## config.mk

```make
export PLATFORM = sky130hd
export DESIGN_NAME = ascon_engine_top
export DESIGN_NICKNAME = d
export VERILOG_FILES = /design/src/verilog/ascon_pkg.sv /design/src/verilog/host_regs.sv /design/src/verilog/ascon_sequencer.sv /design/src/verilog/round_counter.sv /design/src/verilog/ascon_datapath.sv /design/src/verilog/ascon_engine_top.sv
export SDC_FILE = /design/constraint.sdc
export NUM_CORES = 2
export LEC_CHECK = 0
export BUFFER_PORTS_ARGS = -buffer_cell sky130_fd_sc_hd__buf_4
export CAP_MARGIN = 20
export CORE_MARGIN = 2
export CORE_UTILIZATION = 30
export CTS_CLUSTER_SIZE = 40
export DETAILED_ROUTE_END_ITERATION = 7
export PLACE_DENSITY = 0.54
export SYNTH_ARGS = -nofsm -noshare
export SYNTH_HDL_FRONTEND = slang
export SYNTH_SLANG_ARGS = --single-unit
```

## constraint.sdc

```tcl
create_clock -name crypt_clk -period 12.84 [get_ports crypt_clk]
set_clock_uncertainty 0.15 [all_clocks]
set_input_delay 3.852 -clock crypt_clk [delete_from_list [all_inputs] [get_ports crypt_clk]]
set_output_delay 3.852 -clock crypt_clk [all_outputs]
set_load 0.02 [all_outputs]
```

## src/verilog/ascon_pkg.sv

```systemverilog
// ascon_pkg: shared types, register map and encodings for the Ascon-AEAD128 engine
package ascon_pkg;

    localparam int LANE_W      = 64;     // bits per state word
    localparam int BLOCK_BYTES = 16;     // rate block in bytes

    typedef logic [127:0] block_t;       // key, nonce, ad, ptx, ct, tag
    typedef logic [63:0]  lane_t;        // one ascon word
    typedef logic [319:0] state_t;       // lane 0 in the low bits
    typedef logic [3:0]   len_t;         // byte count, 0..15
    typedef logic [3:0]   round_t;       // round index, 0..11
    typedef logic [7:0]   bus_addr_t;    // [7:4] register, [3:0] byte
    typedef logic [7:0]   bus_data_t;

    // register map, upper address nibble
    localparam logic [3:0] REG_KEY   = 4'h0;
    localparam logic [3:0] REG_NONCE = 4'h1;
    localparam logic [3:0] REG_AD    = 4'h2;
    localparam logic [3:0] REG_PTX   = 4'h3;
    localparam logic [3:0] REG_LEN   = 4'h4;  // byte 0 ad_len, byte 1 msg_len
    localparam logic [3:0] REG_CTRL  = 4'h5;  // wr bit0 go, rd {done, busy}
    localparam logic [3:0] REG_CT    = 4'h6;
    localparam logic [3:0] REG_TAG   = 4'h7;

    localparam lane_t ASCON_IV = 64'h00001000808c0001;  // aead128 iv

    // p^12 runs 0..11, p^8 runs 4..11
    localparam round_t ROUNDS_A_START = 4'd0;
    localparam round_t ROUNDS_B_START = 4'd4;
    localparam round_t ROUND_LAST     = 4'd11;

    typedef enum logic [3:0] {
        OP_IDLE, OP_LOAD, OP_ROUND, OP_KEY_INIT, OP_ABSORB_AD,
        OP_SEPARATE, OP_ABSORB_MSG, OP_KEY_FINAL, OP_TAG
    } dp_op_t;

    typedef enum logic [2:0] {
        S_IDLE, S_INIT, S_AD, S_MSG, S_FINAL, S_DONE
    } seq_state_t;

    typedef struct packed {
        block_t key;
        block_t nonce;
        block_t ad;
        block_t ptx;
        len_t   ad_len;
        len_t   msg_len;
    } host_cfg_t;

    typedef struct packed {
        block_t ct;
        block_t tag;
    } core_result_t;

endpackage

```

## src/verilog/host_regs.sv

```systemverilog
// host_regs: byte-addressed register bank for engine inputs, status and results
`timescale 1ns/10ps

module host_regs (
    input  logic                    crypt_clk,
    input  logic                    resetn,
    input  ascon_pkg::bus_addr_t    bus_addr,
    input  ascon_pkg::bus_data_t    bus_wdata,
    input  logic                    bus_wr,
    input  logic                    bus_rd,
    input  logic                    busy,
    input  logic                    done_pulse,
    input  ascon_pkg::core_result_t result,
    output ascon_pkg::bus_data_t    bus_rdata,
    output ascon_pkg::host_cfg_t    cfg,
    output ascon_pkg::len_t         ad_len,
    output logic                    go
);
    import ascon_pkg::*;

    logic [3:0]   reg_sel;     // register index
    logic [3:0]   byte_sel;    // byte within register
    logic [6:0]   bit_base;    // lsb of addressed byte
    logic         locked;      // inputs frozen while running
    logic         done;
    core_result_t res_q;       // latched ct and tag
    bus_data_t    rd_mux;

    assign reg_sel  = bus_addr[7:4];
    assign byte_sel = bus_addr[3:0];
    assign bit_base = {byte_sel, 3'b000};
    assign locked   = busy | go;   // go cycle counts as busy too
    assign ad_len   = cfg.ad_len;

    // input registers
    always_ff @(posedge crypt_clk) begin
        if (bus_wr && !locked) begin
            case (reg_sel)
                REG_KEY:   cfg.key[bit_base +: 8]   <= bus_wdata;
                REG_NONCE: cfg.nonce[bit_base +: 8] <= bus_wdata;
                REG_AD:    cfg.ad[bit_base +: 8]    <= bus_wdata;
                REG_PTX:   cfg.ptx[bit_base +: 8]   <= bus_wdata;
                REG_LEN: begin
                    if (byte_sel == 4'd0)
                        cfg.ad_len <= bus_wdata[3:0];
                    else if (byte_sel == 4'd1)
                        cfg.msg_len <= bus_wdata[3:0];
                end
                default: ;
            endcase
        end
    end

    always_ff @(posedge crypt_clk) begin
        if (done_pulse)
            res_q <= result;   // hold until the next run completes
    end

    always_ff @(posedge crypt_clk or negedge resetn) begin
        if (!resetn) begin
            go        <= 1'b0;
            done      <= 1'b0;
            bus_rdata <= '0;
        end else begin
            go <= bus_wr && !locked && (reg_sel == REG_CTRL) &&
                  (byte_sel == 4'd0) && bus_wdata[0];
            if (go)
                done <= 1'b0;          // new run clears old status
            else if (done_pulse)
                done <= 1'b1;
            if (bus_rd)
                bus_rdata <= rd_mux;   // held until next read
        end
    end

    // read side
    always_comb begin
        rd_mux = '0;
        case (reg_sel)
            REG_KEY:   rd_mux = cfg.key[bit_base +: 8];
            REG_NONCE: rd_mux = cfg.nonce[bit_base +: 8];
            REG_AD:    rd_mux = cfg.ad[bit_base +: 8];
            REG_PTX:   rd_mux = cfg.ptx[bit_base +: 8];
            REG_LEN: begin
                if (byte_sel == 4'd0)
                    rd_mux = {4'd0, cfg.ad_len};
                else if (byte_sel == 4'd1)
                    rd_mux = {4'd0, cfg.msg_len};
            end
            REG_CTRL:  rd_mux = {6'd0, done, busy};
            REG_CT:    rd_mux = res_q.ct[bit_base +: 8];
            REG_TAG:   rd_mux = res_q.tag[bit_base +: 8];
            default: ;
        endcase
    end

endmodule

```

## src/verilog/ascon_sequencer.sv

```systemverilog
// ascon_sequencer: FSM that orders init, associated data, message, finalization and done
`timescale 1ns/10ps

module ascon_sequencer (
    input  logic              crypt_clk,
    input  logic              resetn,
    input  logic              go,
    input  ascon_pkg::len_t   ad_len,
    input  logic              round_last,
    output ascon_pkg::dp_op_t op,
    output logic              round_load,
    output ascon_pkg::round_t round_start,
    output logic              busy,
    output logic              done_pulse,
    output logic              trigger
);
    import ascon_pkg::*;

    // position inside a phase
    typedef enum logic [1:0] {STEP_OPEN, STEP_ROUNDS, STEP_CLOSE} step_t;

    seq_state_t state, state_n;
    step_t      step, step_n;

    always_ff @(posedge crypt_clk or negedge resetn) begin
        if (!resetn) begin
            state <= S_IDLE;
            step  <= STEP_OPEN;
        end else begin
            state <= state_n;
            step  <= step_n;
        end
    end

    always_comb begin
        state_n     = state;
        step_n      = step;
        op          = OP_IDLE;
        round_load  = 1'b0;
        round_start = ROUNDS_A_START;
        done_pulse  = 1'b0;
        case (state)
            S_IDLE: begin
                if (go) begin
                    op         = OP_LOAD;
                    round_load = 1'b1;     // p^12 from round 0
                    state_n    = S_INIT;
                    step_n     = STEP_ROUNDS;
                end
            end
            S_INIT: begin
                if (step == STEP_ROUNDS) begin
                    op = OP_ROUND;
                    if (round_last)
                        step_n = STEP_CLOSE;
                end else begin
                    op      = OP_KEY_INIT;
                    state_n = S_AD;
                    // no AD, separate right away
                    step_n  = (ad_len != '0) ? STEP_OPEN : STEP_CLOSE;
                end
            end
            S_AD: begin
                case (step)
                    STEP_OPEN: begin
                        op          = OP_ABSORB_AD;
                        round_load  = 1'b1;
                        round_start = ROUNDS_B_START;   // p^8
                        step_n      = STEP_ROUNDS;
                    end
                    STEP_ROUNDS: begin
                        op = OP_ROUND;
                        if (round_last)
                            step_n = STEP_CLOSE;
                    end
                    default: begin
                        op      = OP_SEPARATE;
                        state_n = S_MSG;
                        step_n  = STEP_OPEN;
                    end
                endcase
            end
            S_MSG: begin
                if (step == STEP_OPEN) begin
                    op     = OP_ABSORB_MSG;   // single final block
                    step_n = STEP_CLOSE;
                end else begin
                    op         = OP_KEY_FINAL;
                    round_load = 1'b1;
                    state_n    = S_FINAL;
                    step_n     = STEP_ROUNDS;
                end
            end
            S_FINAL: begin
                if (step == STEP_ROUNDS) begin
                    op = OP_ROUND;
                    if (round_last)
                        step_n = STEP_CLOSE;
                end else begin
                    op      = OP_TAG;
                    state_n = S_DONE;
                end
            end
            S_DONE: begin
                done_pulse = 1'b1;
                state_n    = S_IDLE;
                step_n     = STEP_OPEN;
            end
            default: state_n = S_IDLE;
        endcase
    end

    assign busy    = (state != S_IDLE);
    // capture window covers AD onwards
    assign trigger = (state == S_AD) || (state == S_MSG) ||
                     (state == S_FINAL) || (state == S_DONE);

endmodule

```

## src/verilog/round_counter.sv

```systemverilog
// round_counter: round index for the p^12 and p^8 permutations
`timescale 1ns/10ps

module round_counter (
    input  logic              crypt_clk,
    input  logic              resetn,
    input  logic              round_load,
    input  ascon_pkg::round_t round_start,
    output ascon_pkg::round_t round,
    output logic              round_last
);
    import ascon_pkg::*;

    always_ff @(posedge crypt_clk or negedge resetn) begin
        if (!resetn)
            round <= '0;
        else if (round_load)
            round <= round_start;   // 0 for p^12, 4 for p^8
        else
            round <= round + 1'b1;
    end

    // both permutations end on the same index
    assign round_last = (round == ROUND_LAST);

endmodule

```

## src/verilog/ascon_datapath.sv

```systemverilog
// ascon_datapath: 320-bit Ascon state with round function, absorb and key-mix steps
`timescale 1ns/10ps

module ascon_datapath (
    input  logic                    crypt_clk,
    input  logic                    resetn,
    input  ascon_pkg::dp_op_t       op,
    input  ascon_pkg::round_t       round,
    input  ascon_pkg::host_cfg_t    cfg,
    output ascon_pkg::core_result_t result
);
    import ascon_pkg::*;

    state_t s;   // lane i at s[64*i +: 64]

    function automatic lane_t rotr(lane_t x, int n);
        return (x >> n) | (x << (LANE_W - n));
    endfunction

    // keep bytes below len, zero the rest
    function automatic block_t mask_block(block_t d, len_t len);
        block_t m;
        m = '0;
        for (int b = 0; b < BLOCK_BYTES; b++) begin
            if (b < int'(len))
                m[8*b +: 8] = d[8*b +: 8];
        end
        return m;
    endfunction

    // 0x01 pad byte sits right after the data
    function automatic block_t pad_block(block_t d, len_t len);
        block_t one;
        one = block_t'(1) << {len, 3'b000};
        return mask_block(d, len) | one;
    endfunction

    function automatic state_t ascon_round(state_t st, round_t r);
        lane_t x0, x1, x2, x3, x4;
        lane_t t0, t1, t2, t3, t4;
        x0 = st[0*LANE_W +: LANE_W];
        x1 = st[1*LANE_W +: LANE_W];
        x2 = st[2*LANE_W +: LANE_W] ^ {56'd0, ~r, r};   // const {15-r, r}
        x3 = st[3*LANE_W +: LANE_W];
        x4 = st[4*LANE_W +: LANE_W];
        // bitsliced s-box
        x0 ^= x4;
        x4 ^= x3;
        x2 ^= x1;
        t0 = ~x0 & x1;
        t1 = ~x1 & x2;
        t2 = ~x2 & x3;
        t3 = ~x3 & x4;
        t4 = ~x4 & x0;
        x0 ^= t1;
        x1 ^= t2;
        x2 ^= t3;
        x3 ^= t4;
        x4 ^= t0;
        x1 ^= x0;
        x0 ^= x4;
        x3 ^= x2;
        x2 = ~x2;
        // linear diffusion per lane
        x0 ^= rotr(x0, 19) ^ rotr(x0, 28);
        x1 ^= rotr(x1, 61) ^ rotr(x1, 39);
        x2 ^= rotr(x2, 1) ^ rotr(x2, 6);
        x3 ^= rotr(x3, 10) ^ rotr(x3, 17);
        x4 ^= rotr(x4, 7) ^ rotr(x4, 41);
        return {x4, x3, x2, x1, x0};
    endfunction

    always_ff @(posedge crypt_clk) begin
        case (op)
            OP_LOAD:       s <= {cfg.nonce, cfg.key, ASCON_IV};
            OP_ROUND:      s <= ascon_round(s, round);
            OP_KEY_INIT:   s <= s ^ {cfg.key, 192'd0};           // lanes 3,4
            OP_ABSORB_AD:  s <= s ^ {192'd0, pad_block(cfg.ad, cfg.ad_len)};
            OP_SEPARATE:   s <= s ^ {1'b1, 319'd0};              // domain bit, msb of lane 4
            OP_ABSORB_MSG: s <= s ^ {192'd0, pad_block(cfg.ptx, cfg.msg_len)};
            OP_KEY_FINAL:  s <= s ^ {64'd0, cfg.key, 128'd0};    // lanes 2,3
            default: ;                                           // idle, tag hold
        endcase
    end

    always_ff @(posedge crypt_clk or negedge resetn) begin
        if (!resetn) begin
            result <= '0;
        end else begin
            if (op == OP_ABSORB_MSG)
                result.ct <= mask_block(s[127:0] ^ cfg.ptx, cfg.msg_len);   // pre-absorb state
            if (op == OP_TAG)
                result.tag <= s[319:192] ^ cfg.key;
        end
    end

endmodule

```

## src/verilog/ascon_engine_top.sv

```systemverilog
// ascon_engine_top: register-mapped Ascon-AEAD128 encryption engine
`timescale 1ns/10ps

module ascon_engine_top (
    input  logic                 crypt_clk,
    input  logic                 resetn,
    input  ascon_pkg::bus_addr_t bus_addr,
    input  ascon_pkg::bus_data_t bus_wdata,
    input  logic                 bus_wr,
    input  logic                 bus_rd,
    output ascon_pkg::bus_data_t bus_rdata,
    output logic                 trigger
);
    import ascon_pkg::*;

    host_cfg_t    cfg;
    core_result_t result;
    len_t         ad_len;
    dp_op_t       op;
    round_t       round_start;
    round_t       round;
    logic         go;
    logic         busy;
    logic         done_pulse;
    logic         round_load;
    logic         round_last;

    host_regs i_host_regs (
        .crypt_clk  (crypt_clk),
        .resetn     (resetn),
        .bus_addr   (bus_addr),
        .bus_wdata  (bus_wdata),
        .bus_wr     (bus_wr),
        .bus_rd     (bus_rd),
        .busy       (busy),
        .done_pulse (done_pulse),
        .result     (result),
        .bus_rdata  (bus_rdata),
        .cfg        (cfg),
        .ad_len     (ad_len),
        .go         (go)
    );

    ascon_sequencer i_ascon_sequencer (
        .crypt_clk   (crypt_clk),
        .resetn      (resetn),
        .go          (go),
        .ad_len      (ad_len),
        .round_last  (round_last),
        .op          (op),
        .round_load  (round_load),
        .round_start (round_start),
        .busy        (busy),
        .done_pulse  (done_pulse),
        .trigger     (trigger)
    );

    round_counter i_round_counter (
        .crypt_clk   (crypt_clk),
        .resetn      (resetn),
        .round_load  (round_load),
        .round_start (round_start),
        .round       (round),
        .round_last  (round_last)
    );

    ascon_datapath i_ascon_datapath (
        .crypt_clk (crypt_clk),
        .resetn    (resetn),
        .op        (op),
        .round     (round),
        .cfg       (cfg),
        .result    (result)
    );

endmodule

```

==> metrics.yaml <==
drt:
  firstDrtPassIters: 8
  wl_microns: 427000
  drc: 19
  vias: 60100
  ant_nets: 0
  first_iter_violations: 11400
  routedWlPerCell_microns: 44.0
  avgViaCountPerCell: 6.19
setup_path:
  worstSetupPathType: "in2reg"
  cp_top_family: "buffers and inverters"
  end_kind: "flip-flop"
  crit_path_max_incr_delay_ns: 0.85
  critPathMostFrequentCell: "buf_4"
  cp_data_required_time_ns: 13.49
  cp_max_fo: 73
  path_buf_inv: 4
  cp.arrival_ns: 8.45
  worst_path_max_delay_cell: "a32oi_1"
  r2r_slack_ns: 7.86
  crit_chain: "buf_6, buf_4, nor4b_4, buf_12, buf_4, a222oi_1, a31oi_1, nand3_1, a32oi_1, a32o_1"
  startpoint_type: "input port"
global_routing:
  grt-ovfl-total: 0
  grt_first_pass_wirelength_microns: 552000
  grt_max_degree: 133
  antenna_found_initial: 51
  grt_pass1_vias: 55700
  grt_use_total_pct: 33.2
synth:
  ys.flop_type: "edfxtp_1"
  syn_inst: 6261
  synthTopCellsByArea: "edfxtp_1, xnor2_1, dfrtp_1, xor2_1, a22oi_1"
  ys_warn_count: 0
  ys_seq_area_share_pct: 53.2
  yosysTopAreaCellShare_pct: 44.1
  netlist_area_sq_um: 74000
  synth_edf_count: 1088
  synth.avg_cell_area_sq_um: 11.8
  ys_seq_elements: 1355
  async_flop_share_pct: 19.7
  netlist-cell-type-count: 75
  syn-num-nets: 6414
  synth_top_area_cell: "edfxtp_1"
floorplanning:
  ioPinCount: 29
  start_util_pct: 30.1
  core.rowCount: 182
  die_h_microns: 501
  die_x_microns: 501
  coreArea_sq_um: 246000
  dieArea_sq_um: 251000
flow_run:
  drv_cap: 0
outcome:
  failed_checks: "DRC"
  status: "finished with violations"
hold_path:
  hold_class: "reg2reg"
timing:
  hold_viol_final: 0
  timing.hold.ws_ns: 0.277
  fmax_mhz: 128
  rsz0062_at_grt: "false"
  fin_setup_tns_ns: 0
  finalCritPeriodShare_pct: 60.8
  setup_violations: 0
  worst_pin_slew_ns: 1.39
  drv_slew: 0
  slew-limit-headroom_pct: 6.98
  finalCriticalPeriod_ns: 7.80
  worst_slack_ns: 5.04
clocking:
  cts_tree: "built"
  cts_resized: 0
  numCtsBuffers: 161
  cts_htree_levels: 4
  root_buffer: "clkbuf_16"
  insertion_delay_ns: 0.89
  ctsHoldBuffers: 0
  cts_setup_buffers: 0
  cts_max_path_buffers: 3
  cts.sinks: 1355
  clk_pin_slew_ns: 0.07
place:
  routabilityCongestion: 1.07
  pre_cts_slack_ns: 4.45
  dp_hpwl_microns: 314000
  numPortBuffers: 28
final_layout:
  drive_above_1_share_pct: 13.3
  nets: 6477
  area_growth_pct: 15.8
==> kinds of logic after synthesis <==
group                      Yosys count  synth area share, %
AOI/OAI and AO/OA                 1464                 14.4
xor gates and xnor gates          1532                 18.1
adders and majority gates          168                 2.72
buffers and inverters              621                 3.35
DFF                               1355                 53.2
muxes                              188                 2.83
and+or+nand+nor                    933                 5.43
==> cells in the final DEF (no fill, tap or decap), types with 22 or more instances in the layout <==
cell type,instances
xor2_1,594
a221o_1,71
inv_1,184
a22oi_1,350
buf_4,302
edfxtp_1,1088
mux2_2,119
clkbuf_16,163
a221oi_1,156
o21ai_0,364
xor2_2,27
o22ai_1,61
nand2_1,309
o221ai_1,80
mux2i_1,64
and2_1,38
a21oi_1,69
xnor2_1,845
clkbuf_1,33
xnor2_2,66
nor2_1,406
ha_1,133
dfrtp_1,267
maj3_1,35
a222oi_1,85
a31oi_1,22
nand3_1,38
o31ai_1,32
a22o_1,84
==> final cells by class <==
cell class,instances,area [sq um]
fill,24000,160000
sequential,1355,39400
multi-input combinational,4285,33200
clock buffer,212,4420
tap,3220,4030
timing repair buffer,336,2790
clock inverter,91,1150
inverter,185,694
antenna,20,50.0
==> through the flow <==
stage | cell area [sq um] | utilization [%] | cells
global placement | 79600 | 32.4 | 9341
CTS | 85500 | 34.8 | 9673
finish | 85700 | 34.9 | 9704
floorplan | 74000 | - | 6261
detailed placement | 79900 | 32.5 | 9370
global route | 85600 | 34.9 | 9689
==> sequential cells by signal, indices dropped and copies added, names as in the netlist <==
name	cells
i_ascon_datapath.s	320
i_host_regs.res_q	248
i_ascon_sequencer.state	3
i_host_regs.ad_len	4
i_ascon_datapath.result	248
i_host_regs.done	1
i_host_regs.bus_rdata	8
i_ascon_sequencer.step	2
i_host_regs.cfg	516
i_host_regs.go	1
i_round_counter.round	4
==> per-layer routing <==
metal	vias up	GRT usage (%)	wire, microns
met5	-	0	218
met4	32	22.0	35100
met3	1184	12.8	57900
met2	5029	47.2	175000
met1	30600	41.6	159000
li1	23200	-	-
==> cells in the mapped netlist (all sizes together) (61+ instances only) <==
master	instances
edfxtp	1088
xnor2	911
xor2	621
nor2	417
o21ai	370
a22oi	350
nand2	313
clkbuf	286
dfrtp	267
inv	185
a221oi	156
buf	150
ha	133
mux2	119
a222oi	85
a22o	84
o221ai	80
a21oi	77
a221o	71
mux2i	64
o22ai	61
==> worst paths after layout <==
path	startpoint	endpoint	depth (start not counted)
hold reg to reg	i_ascon_datapath.result[81]	i_host_regs.res_q[81]	0
hold / removal	i_ascon_datapath.result[81]	i_host_regs.res_q[81]	0
setup reg to reg	i_ascon_sequencer.state[0]	i_host_regs.cfg[49]	6
setup / recovery	bus_addr[4]	i_host_regs.bus_rdata[5]	10
min in group asynchronous	resetn	i_ascon_datapath.result[89]	1
max in group asynchronous	resetn	i_ascon_datapath.result[34]	2
Power is left out: the tool's default activity adds up to more than one toggle a clock period on the data nets, which glitch-free logic cannot reach.
